`src/source/bp_macros.svh`:
```
`ifndef BP_MACROS_SVH
`define BP_MACROS_SVH

////////////////////////////////////////////////////////////////////////////
// Widths and sizes of the branch prediction subsystem
////////////////////////////////////////////////////////////////////////////

`define BP_PC_W      16     // Width of a PC and of an instruction word
`define BP_INDEX_W   3      // Table index taken from PC bits 3 to 1
`define BP_ENTRIES   8      // Number of table entries
`define BP_TAG_W     12     // Tag taken from PC bits 15 to 4

// Instruction fields of a conditional branch
`define BP_OPC_W     4      // Opcode sits in the top nibble
`define BP_COND_W    3      // Condition code in bits 11 to 9
`define BP_OFFSET_W  9      // Signed halfword offset in bits 8 to 0

`define BP_BR_OPCODE 4'hC   // Opcode of a conditional branch

`endif
```
`src/source/bp_pkg.sv`:
```
`include "bp_macros.svh"

package bp_pkg;

  ////////////////////////////////////////////////////////////////////////////
  // Plain vector types
  ////////////////////////////////////////////////////////////////////////////
  typedef logic [`BP_PC_W-1:0]              pc_t;      // Program counter
  typedef logic [`BP_PC_W-1:0]              instr_t;   // Instruction word
  typedef logic [`BP_TAG_W-1:0]             tag_t;     // Upper PC bits kept with an entry
  typedef logic [`BP_INDEX_W-1:0]           index_t;   // Table address
  typedef logic signed [`BP_OFFSET_W-1:0]   offset_t;  // Branch offset counted in halfwords

  // Two-bit saturating counter, the upper bit is the taken prediction
  typedef enum logic [1:0] {
    strong_nt = 2'd0,
    weak_nt   = 2'd1,
    weak_t    = 2'd2,
    strong_t  = 2'd3
  } counter_t;

  // Branch condition codes as encoded in bits 11 to 9
  typedef enum logic [`BP_COND_W-1:0] {
    neq    = 3'd0,
    eq     = 3'd1,
    gt     = 3'd2,
    lt     = 3'd3,
    gte    = 3'd4,
    lte    = 3'd5,
    ovfl   = 3'd6,
    uncond = 3'd7
  } cond_t;

  ////////////////////////////////////////////////////////////////////////////
  // Bundles passed between the blocks
  ////////////////////////////////////////////////////////////////////////////
  typedef struct packed {
    logic z;                 // Zero flag
    logic v;                 // Overflow flag
    logic n;                 // Negative flag
  } flags_t;

  typedef struct packed {
    logic     valid;         // Entry has been written since reset
    tag_t     tag;           // Tag of the branch that owns the entry
    counter_t counter;       // Saturating counter state
  } bht_entry_t;

  typedef struct packed {
    logic     valid;         // IF/ID holds a fetched instruction
    pc_t      pc;            // PC of that instruction
    counter_t prediction;    // Counter read when it was fetched
  } if_id_t;

  typedef struct packed {
    logic    is_branch;      // Conditional branch opcode seen
    cond_t   cond;           // Condition to test against the flags
    offset_t offset;         // Signed offset in halfwords
  } branch_info_t;

  typedef struct packed {
    logic is_branch;         // Valid branch sits in IF/ID
    logic actual_taken;      // Condition holds for the current flags
    pc_t  target;            // Taken destination
    pc_t  fall_through;      // Next sequential PC
  } resolve_t;

endpackage

```
`src/source/branch_unit_top.sv`:
```
`timescale 1ns/100ps

module branch_unit_top (
  input  logic             clk,
  input  logic             rst_n,
  input  bp_pkg::pc_t      fetch_pc,     // PC of the instruction being fetched
  input  logic             fetch_en,     // High when the pipeline is not stalled
  input  bp_pkg::instr_t   id_instr,     // Instruction for the PC held in IF/ID
  input  bp_pkg::flags_t   flags,        // Current flag register
  output bp_pkg::counter_t prediction,   // Counter for the fetch PC
  output logic             pred_taken,   // Predicted direction for the fetch PC
  output logic             mispredict,   // One cycle redirect pulse
  output bp_pkg::pc_t      redirect_pc   // Correct PC while mispredict is high
);
  import bp_pkg::*;

  if_id_t       if_id;                   // Fetch to decode pipeline register
  branch_info_t info;                    // Decoded branch fields
  resolve_t     res;                     // Resolved outcome
  logic         bp_wen;                  // Table update strobe

  ////////////////////////////////////////////////////////////////////////////
  // IF/ID register
  ////////////////////////////////////////////////////////////////////////////
  always_ff @(posedge clk) begin
    if (!rst_n) begin
      if_id <= '0;                       // Nothing in flight after reset
    end else if (fetch_en) begin
      if_id.valid      <= 1'b1;
      if_id.pc         <= fetch_pc;
      if_id.prediction <= prediction;    // Remember what fetch was told
    end
  end

  bht u_bht (
    .clk          (clk),
    .rst_n        (rst_n),
    .fetch_pc     (fetch_pc),
    .if_id        (if_id),
    .actual_taken (res.actual_taken),
    .wen          (bp_wen),
    .prediction   (prediction),
    .pred_taken   (pred_taken)
  );

  branch_decode u_decode (
    .instr (id_instr),
    .info  (info)
  );

  branch_resolve u_resolve (
    .info  (info),
    .pc    (if_id.pc),
    .valid (if_id.valid),
    .flags (flags),
    .res   (res)
  );

  branch_result u_result (
    .res         (res),
    .predicted   (if_id.prediction),
    .fetch_en    (fetch_en),
    .bp_wen      (bp_wen),
    .mispredict  (mispredict),
    .redirect_pc (redirect_pc)
  );

endmodule

```
`src/source/branch_result.sv`:
```
`timescale 1ns/100ps

module branch_result (
  input  bp_pkg::resolve_t res,          // Resolved branch from the execute role
  input  bp_pkg::counter_t predicted,    // Counter used when the branch was fetched
  input  logic             fetch_en,     // Pipeline advances this cycle
  output logic             bp_wen,       // Table update strobe
  output logic             mispredict,   // One cycle redirect request
  output bp_pkg::pc_t      redirect_pc   // Correct PC to fetch next
);
  import bp_pkg::*;

  logic pred_dir;                        // Direction the fetch stage followed
  logic dir_wrong;                       // Prediction disagrees with the outcome

  ////////////////////////////////////////////////////////////////////////////
  // Compare and redirect
  ////////////////////////////////////////////////////////////////////////////
  assign pred_dir  = predicted[1];       // Upper counter bit holds the direction
  assign dir_wrong = pred_dir ^ res.actual_taken;

  // A stalled cycle must not update or redirect so the branch resolves once
  assign bp_wen = res.is_branch && fetch_en;

  // Non branches have actual_taken low yet may carry a taken prediction
  assign mispredict = res.is_branch && fetch_en && dir_wrong;

  // Only meaningful while mispredict is high
  assign redirect_pc = res.actual_taken ? res.target : res.fall_through;

endmodule

```
`src/source/branch_resolve.sv`:
```
`timescale 1ns/100ps

`include "bp_macros.svh"

module branch_resolve (
  input  bp_pkg::branch_info_t info,   // Decoded branch fields
  input  bp_pkg::pc_t          pc,     // PC of the instruction in IF/ID
  input  logic                 valid,  // IF/ID holds a real instruction
  input  bp_pkg::flags_t       flags,  // Current flag register
  output bp_pkg::resolve_t     res     // Outcome and both candidate PCs
);
  import bp_pkg::*;

  logic cond_met;                      // Condition holds for these flags
  logic is_branch;                     // Branch qualified by IF/ID valid
  pc_t  offset_bytes;                  // Offset scaled to bytes and widened
  pc_t  next_pc;                       // Sequential successor

  ////////////////////////////////////////////////////////////////////////////
  // Condition evaluation
  ////////////////////////////////////////////////////////////////////////////
  always_comb begin
    case (info.cond)
      neq:     cond_met = !flags.z;
      eq:      cond_met = flags.z;
      gt:      cond_met = !flags.z && !flags.n;  // Strictly positive result
      lt:      cond_met = flags.n;
      gte:     cond_met = flags.z || !flags.n;
      lte:     cond_met = flags.n || flags.z;
      ovfl:    cond_met = flags.v;
      uncond:  cond_met = 1'b1;                  // Always taken
      default: cond_met = 1'b0;
    endcase
  end

  ////////////////////////////////////////////////////////////////////////////
  // Target arithmetic
  ////////////////////////////////////////////////////////////////////////////
  // Sign extend and append a zero bit to turn halfwords into bytes
  assign offset_bytes = {{(`BP_PC_W-`BP_OFFSET_W-1){info.offset[`BP_OFFSET_W-1]}},
                         info.offset, 1'b0};
  assign next_pc      = pc + pc_t'(2);           // Instructions are two bytes wide

  assign is_branch = info.is_branch && valid;    // An empty IF/ID slot resolves nothing

  assign res.is_branch    = is_branch;
  assign res.actual_taken = is_branch && cond_met;  // Non branches never count as taken
  assign res.target       = next_pc + offset_bytes;
  assign res.fall_through = next_pc;

endmodule

```
`src/source/branch_decode.sv`:
```
`timescale 1ns/100ps

`include "bp_macros.svh"

module branch_decode (
  input  bp_pkg::instr_t       instr,  // Instruction held for the IF/ID PC
  output bp_pkg::branch_info_t info    // Branch fields pulled out of it
);
  import bp_pkg::*;

  logic [`BP_OPC_W-1:0]    opcode;     // Top nibble of the word
  logic [`BP_COND_W-1:0]   cond_bits;  // Raw condition field
  offset_t                 offset;     // Raw offset field

  ////////////////////////////////////////////////////////////////////////////
  // Field extraction
  ////////////////////////////////////////////////////////////////////////////
  // Layout is opcode in 15 to 12, condition in 11 to 9 and offset in 8 to 0
  assign opcode    = instr[`BP_PC_W-1 -: `BP_OPC_W];
  assign cond_bits = instr[`BP_PC_W-`BP_OPC_W-1 -: `BP_COND_W];
  assign offset    = instr[`BP_OFFSET_W-1:0];

  // Only the branch opcode makes this a branch
  assign info.is_branch = (opcode == `BP_BR_OPCODE);

  // All eight codes are defined so the cast cannot land outside the enum
  assign info.cond = cond_t'(cond_bits);

  // Offset passes through unscaled and the resolve block doubles it
  assign info.offset = offset;

endmodule

```
`src/source/bht.sv`:
```
`timescale 1ns/100ps

`include "bp_macros.svh"

module bht (
  input  logic             clk,
  input  logic             rst_n,
  input  bp_pkg::pc_t      fetch_pc,      // PC presented by the fetch stage
  input  bp_pkg::if_id_t   if_id,         // Branch waiting in the IF/ID register
  input  logic             actual_taken,  // Resolved outcome of that branch
  input  logic             wen,           // Table update strobe from the result block
  output bp_pkg::counter_t prediction,    // Counter for the fetch PC
  output logic             pred_taken     // Predicted direction for the fetch PC
);
  import bp_pkg::*;

  index_t     fetch_index;                // Entry addressed by the fetch PC
  tag_t       fetch_tag;                  // Tag of the fetch PC
  index_t     id_index;                   // Entry addressed by the IF/ID PC
  tag_t       id_tag;                     // Tag of the IF/ID PC
  bht_entry_t fetch_entry;                // Stored entry for the fetch PC
  bht_entry_t id_entry;                   // Stored entry for the IF/ID PC
  bht_entry_t wr_entry;                   // Entry written back after resolution
  logic       fetch_hit;                  // Fetch PC owns a valid entry
  logic       id_hit;                     // IF/ID PC owns a valid entry

  // Split both PCs into index and tag
  assign fetch_index = fetch_pc[`BP_INDEX_W:1];
  assign fetch_tag   = fetch_pc[`BP_PC_W-1 -: `BP_TAG_W];
  assign id_index    = if_id.pc[`BP_INDEX_W:1];
  assign id_tag      = if_id.pc[`BP_PC_W-1 -: `BP_TAG_W];

  branch_cache u_cache (
    .clk           (clk),
    .rst_n         (rst_n),
    .rd_index_curr (fetch_index),
    .rd_index_prev (id_index),
    .wr_index      (id_index),            // The update always lands on the IF/ID entry
    .wen           (wen),
    .wr_data       (wr_entry),
    .rd_data_curr  (fetch_entry),
    .rd_data_prev  (id_entry)
  );

  ////////////////////////////////////////////////////////////////////////////
  // Fetch side lookup
  ////////////////////////////////////////////////////////////////////////////
  // The valid bit is tested first so a cleared entry never compares its tag
  assign fetch_hit  = fetch_entry.valid && (fetch_entry.tag == fetch_tag);
  assign prediction = fetch_hit ? fetch_entry.counter : weak_nt;  // Miss reads as weak not taken
  assign pred_taken = prediction[1];      // Upper counter bit is the direction

  ////////////////////////////////////////////////////////////////////////////
  // Counter update for the IF/ID branch
  ////////////////////////////////////////////////////////////////////////////
  assign id_hit = id_entry.valid && (id_entry.tag == id_tag);

  always_comb begin
    wr_entry.valid = 1'b1;                // A resolved branch always claims its entry
    wr_entry.tag   = id_tag;              // Entry now belongs to the IF/ID PC
    case (if_id.prediction)
      // Weak not taken moves without looking at the tag
      weak_nt:   wr_entry.counter = actual_taken ? weak_t : strong_nt;
      strong_nt: wr_entry.counter = (id_hit && actual_taken) ? weak_nt : (id_hit ? strong_nt : weak_nt);
      weak_t:    wr_entry.counter = (id_hit && actual_taken) ? strong_t : weak_nt;
      strong_t:  wr_entry.counter = !id_hit ? weak_nt : (actual_taken ? strong_t : weak_t);
      default:   wr_entry.counter = weak_nt;  // Fall back to the reset state
    endcase
  end

  // Each write carries a known counter
  wr_counter_known : assert property (
    @(posedge clk) disable iff (!rst_n)
    wen |-> !$isunknown(wr_entry.counter)
  ) else $error("bht update with unknown counter");

endmodule

```
`src/source/branch_cache.sv`:
```
`timescale 1ns/100ps

`include "bp_macros.svh"

module branch_cache (
  input  logic               clk,
  input  logic               rst_n,
  input  bp_pkg::index_t     rd_index_curr,   // Index of the PC being fetched
  input  bp_pkg::index_t     rd_index_prev,   // Index of the PC held in IF/ID
  input  bp_pkg::index_t     wr_index,        // Index of the entry to rewrite
  input  logic               wen,             // Write strobe for one clock
  input  bp_pkg::bht_entry_t wr_data,         // New entry contents
  output bp_pkg::bht_entry_t rd_data_curr,    // Entry seen by the fetch side
  output bp_pkg::bht_entry_t rd_data_prev     // Entry seen by the decode side
);
  import bp_pkg::*;

  bht_entry_t mem [`BP_ENTRIES];              // The table storage

  ////////////////////////////////////////////////////////////////////////////
  // Read ports
  ////////////////////////////////////////////////////////////////////////////
  // Both reads are combinational so the fetch prediction has no latency
  assign rd_data_curr = mem[rd_index_curr];   // Fetch PC lookup
  assign rd_data_prev = mem[rd_index_prev];   // IF/ID PC lookup for the update

  ////////////////////////////////////////////////////////////////////////////
  // Write port
  ////////////////////////////////////////////////////////////////////////////
  always_ff @(posedge clk) begin
    if (!rst_n) begin
      for (int i = 0; i < `BP_ENTRIES; i++) begin
        mem[i].valid <= 1'b0;                 // Every entry starts out empty
      end
    end else if (wen) begin
      mem[wr_index] <= wr_data;               // Whole entry is replaced at once
    end
  end

  // A write to an unknown address would corrupt an arbitrary entry
  wr_index_known : assert property (
    @(posedge clk) disable iff (!rst_n)
    wen |-> !$isunknown(wr_index)
  ) else $error("branch_cache write with unknown index %b", wr_index);

endmodule

```
`config.mk`:
```
export PLATFORM = sky130hd
export DESIGN_NAME = branch_unit_top
export DESIGN_NICKNAME = d
export VERILOG_FILES = /design/src/source/bp_pkg.sv /design/src/source/branch_unit_top.sv /design/src/source/branch_result.sv /design/src/source/branch_resolve.sv /design/src/source/branch_decode.sv /design/src/source/bht.sv /design/src/source/branch_cache.sv
export VERILOG_INCLUDE_DIRS = /design/src /design/src/source
export SDC_FILE = /design/constraint.sdc
export NUM_CORES = 1
export LEC_CHECK = 0
export BUFFER_PORTS_ARGS = -buffer_cell sky130_fd_sc_hd__buf_2
export CAP_MARGIN = 15
export CORE_MARGIN = 2
export CORE_UTILIZATION = 55
export CTS_CLUSTER_SIZE = 28
export DETAILED_ROUTE_END_ITERATION = 16
export GPL_ROUTABILITY_DRIVEN = 0
export PLACE_DENSITY = 0.84
export SLEW_MARGIN = 20
export SYNTH_ARGS = -nofsm -noshare
export SYNTH_HDL_FRONTEND = slang
export SYNTH_HIERARCHICAL = 1
export SYNTH_SLANG_ARGS = --single-unit
```
`constraint.sdc`:
```
create_clock -name clk -period 3.5 [get_ports clk]
set_input_delay 0.875 -clock clk [delete_from_list [all_inputs] [get_ports clk]]
set_output_delay 0.875 -clock clk [all_outputs]
set_load 0.01 [all_outputs]
```
After elaboration in Yosys (flattened, before gate mapping)
Memory sizes are Yosys's and may differ from the RTL's. A register that Yosys moved wholly into a read port is not among the register bits.
Cells that the tools add are included.
{ "word_totals": {"regBits": 19, "mem_bits_rw": 120, "inputBits": 38, "out_inout_bits": 20, "word_cells": 54, "n_memories": 1} }
{ "mem_list": {"columns": ["name", "depth", "word_bits", "read_ports", "rd_clocked_by_memory_dff", "wr", "line", "rtl"], "rows": [
  ["u_bht.u_cache.mem", 8, 15, 2, 1, 8, "branch_cache.sv:18", "bht_entry_t mem [`BP_ENTRIES];"]
]} }
{ "classes": {"addsub": 2, "n_eq_ne": 13, "n_mux": 19, "bitwise": 1, "n_reduce_logical": 15} }
{ "ops": {"columns": ["cell", "count"], "rows": [
  ["$eq A12 B12 Y1", 2],
  ["$add A16 B16 Y16", 1],
  ["$add A16 B2 Y16 const B", 1],
  ["$mux W16", 1],
  ["$mux W15", 1],
  ["$reduce_or A15 Y1", 1],
  ["$eq A3 B3 Y1 const B", 4],
  ["$mux W2", 6],
  ["$mux W3", 3],
  ["$logic_and A1 B1 Y1", 8],
  ["$pmux W1 S8", 1],
  ["$pmux W2 S4", 1],
  ["$eq A3 B2 Y1 const B", 2],
  ["$mux W1", 6],
  ["$eq A2 B2 Y1 const B", 2],
  ["$eq A4 B4 Y1 const B", 1],
  ["$eq A3 B1 Y1 const B", 1],
  ["$logic_not A3 Y1", 1],
  ["$eq A2 B1 Y1 const B", 1],
  ["$logic_not A1 Y1", 2],
  ["$logic_not A2 Y1", 1],
  ["$logic_or A1 B1 Y1", 2],
  ["$xor A1 B1 Y1", 1]
]} }

Depth between registers and ports, before layout
{ "depth": {"word_depth": 8, "mapped_depth": 12, "depth_no_buf": 12} }

Modules after synthesis
Netlist, hierarchy kept.
{ "by_module_without_submodules": {"columns": ["module", "instances", "cells_per_inst", "area_per_inst_um2"], "rows": [
  ["branch_cache", 1, 257, 5716.7],
  ["branch_resolve", 1, 146, 1136.1],
  ["branch_unit_top", 1, 59, 715.7],
  ["bht", 1, 47, 362.8],
  ["branch_result", 1, 21, 270.3],
  ["branch_decode", 1, 13, 102.6]
]} }

Worst setup path after synthesis
No wires, ideal clock.
{ "synth_timing": {"path_type": "reg-to-output", "startpoint": "reg, netlist name if_id[5]", "endpoint": "out redirect_pc[14]", "arrival_ns": 2.843, "required_time_ns": 2.625, "slack_ns": -0.218, "stages_incl_launch_ff": 13, "n_path_buf": 0, "path_cell_list": "dfxtp_1 -> and2_2 -> and4_4 -> and3_1 -> nand3_1 -> xnor2_1 -> ha_1 -> and4_4 -> a221oi_2 -> o21ai_1 -> a31oi_2 -> o311ai_1 -> mux2_4"} }
{ "synth_lines": {"columns": ["item", "line", "rtl"], "rows": [
  ["to (decl)", "branch_unit_top.sv:13", "output bp_pkg::pc_t redirect_pc"]
]} }

==> reports/metrics.yaml <==
route:
  routedWlPerCell_um: 26.7
  drc: 0
  dr.pass1.iters: 5
  wirelength_um: 23400
  ant_nets: 0
  num_vias: 5815
  drtIter0Drc: 726
  vias_per_cell: 6.65
finish:
  utilization: 0.718
  drive_above_1_share: 0.465
  area_delta_synth_final_pct: 27.7
  final_nets: 736
  antennaDiodeCount: 0
  layout.cells.non_filler: 875
  fill_cells: 859
outcome:
  violations: "negative setup slack"
  outcome: "finished with violations"
floorplanning:
  initial_utilization: 0.563
  die_y_um: 126
  placement_rows: 44
  design.core.area_um2: 14500
  die_w_um: 126
  die-area_um2: 15900
  num_io_pins: 58
clock_tree:
  clk-insertion-delay-late_ns: 0.42
  clockRootBuffer: "clkbuf_16"
  clk_pin_slew_ns: 0.06
  cts_tree: "done"
  cts_buffer_depth: 2
  htreeDepth: 4
  cts_sinks: 139
  numCtsBuffers: 17
  ctsHoldBuffers: 0
global_route:
  grt_max_degree: 30
  grt_pass1_vias: 5960
  antenna_found_initial: 0
  grt_use_total: 0.289
  grt_pass1_wl_um: 34100
  grt_overflow: 0
place:
  dp_cells: 821
  hpwlAfterDp_um: 14000
  numPortBuffers: 57
setup_path:
  r2r_end: "u_bht/u_cache/mem[2][0]"
  startpoint_type: "flip-flop"
  crit_path_end: "redirect_pc[14]"
  timing.rr.start: "if_id[3]"
  worst_ep_arrival_time_ns: 3.26
  crit_path_max_fanout: 4
  r2r_cells: 8
  cp.required_ns: 2.62
  critical_path_class: "reg -> out"
  startpoint: "if_id[6]"
  r2r_setup_slack_ns: 0.20
  crit_path_end_kind: "output pin"
sta:
  finClkSkew_ns: 0.0117
  max_freq_ghz: 0.242
  worst_pin_slew_ns: 0.534
  fin_crit_sh: 1.18
  hold_viol_final: 0
  relSlewSlack: 0.644
  slew_viol_final: 0
  period_minus_slack_ns: 4.14
  setup_ws_ns: -0.636
  rsz0062_at_grt: "true"
  setup_violations: 14
yosys:
  syn_area_um2: 8180
  synth_area_per_cell_um2: 15.2
  synth_cells: 537
  synth_fp_nets: 595
  yosys_warnings: 6
hold_path:
  min_path_type: "reg -> reg"
  worstHoldPathCells: 1
  hold_start: "if_id[18]"
run:
  max_cap_viol_count: 0
power_and_ir_drop:
  leakage_nw: 3.99
  ir_worst_vdd_mv: 0.355
  pwr_density_cell_nw_per_um2: 415
==> power by group <==
group	internal [W]	switching [W]
Sequential	0.00180	0.0000128
Clock	0.00112	0.000698
Combinational	0.000362	0.000345
==> stage by stage <==
step | power (W) | hold slack (ns) | instance area (um2) | setup TNS (ns) | setup WS (ns)
detailed placement | 0.00240 | 0.440 | 9080 | -3.21 | -0.489
global placement | 0.00237 | 0.432 | 9080 | -2.37 | -0.411
CTS | 0.00427 | 0.453 | 10200 | -4.65 | -0.550
global route | 0.00446 | 0.490 | 10400 | -6.65 | -0.763
finish | 0.00433 | 0.450 | 10400 | -5.79 | -0.636
floorplan | 0.00222 | 0.420 | 8220 | -0.0355 | -0.0355
==> placed cells by master, fill, tap and decap left out, types with 13 or more instances in the layout <==
cell type and instances:
mux2_4 19, mux4_1 38, clkbuf_16 17, xnor2_2 13, nor2b_1 20, mux2i_1 27
buf_4 85, xnor2_1 26, mux4_2 18, dfxtp_1 22, nor2_1 15, edfxtp_1 112
buf_6 21, buf_2 45, nand2_1 17, mux2_2 25
==> worst min path at each step <==
stage,end
6_report,if_id[18]
5_1_grt,if_id[18]
4_1_cts,if_id[18]
3_5_place_dp,if_id[18]
3_3_place_gp,if_id[18]
2_1_floorplan,if_id[18]
==> repair_timing <==
action | CTS | global route
setup endpoints to repair | 14 | 22
gates resized for setup | 81 | 36
gates cloned | 1 | 0
setup buffers | 15 | 9
pin swaps | 30 | 24
==> routing by layer <==
| layer | routed length [um] | track usage |
|---|---|---|
| met3 | 1940 | 0.0590 |
| met5 | 0 | 0 |
| met1 | 8490 | 0.363 |
| met2 | 12000 | 0.491 |
| met4 | 981 | 0.122 |
==> critical path, cell delays in order, from the launching register on <==
cell and delay [ns]:
dfxtp_4 0.34, and2_4 0.14, and4_4 0.25, and3_4 0.25, nand3_4 0.11, xnor2_4 0.21, ha_4 0.23, and4_4 0.15
a221oi_2 0.21, o21ai_1 0.16, a31oi_2 0.24, o311ai_2 0.13, mux2_4 0.28, buf_6 0.12
==> cell type report <==
cell class	count	area (um2)	area share
multi-input cells	351	4360	0.418
flip-flops and latches	139	3920	0.375
repair buffers	161	1300	0.124
clock buffers	17	425	0.0407
well taps	184	230	0.0220
clock inverters	15	176	0.0169
inverters	8	30.0	0.00288
==> sequential cells by signal, summed over array words and instances (netlist names) <==
register / cells
if_id: 19
u_bht/u_cache/mem: 120
No activity file was read; power rests on OpenSTA's default activity.
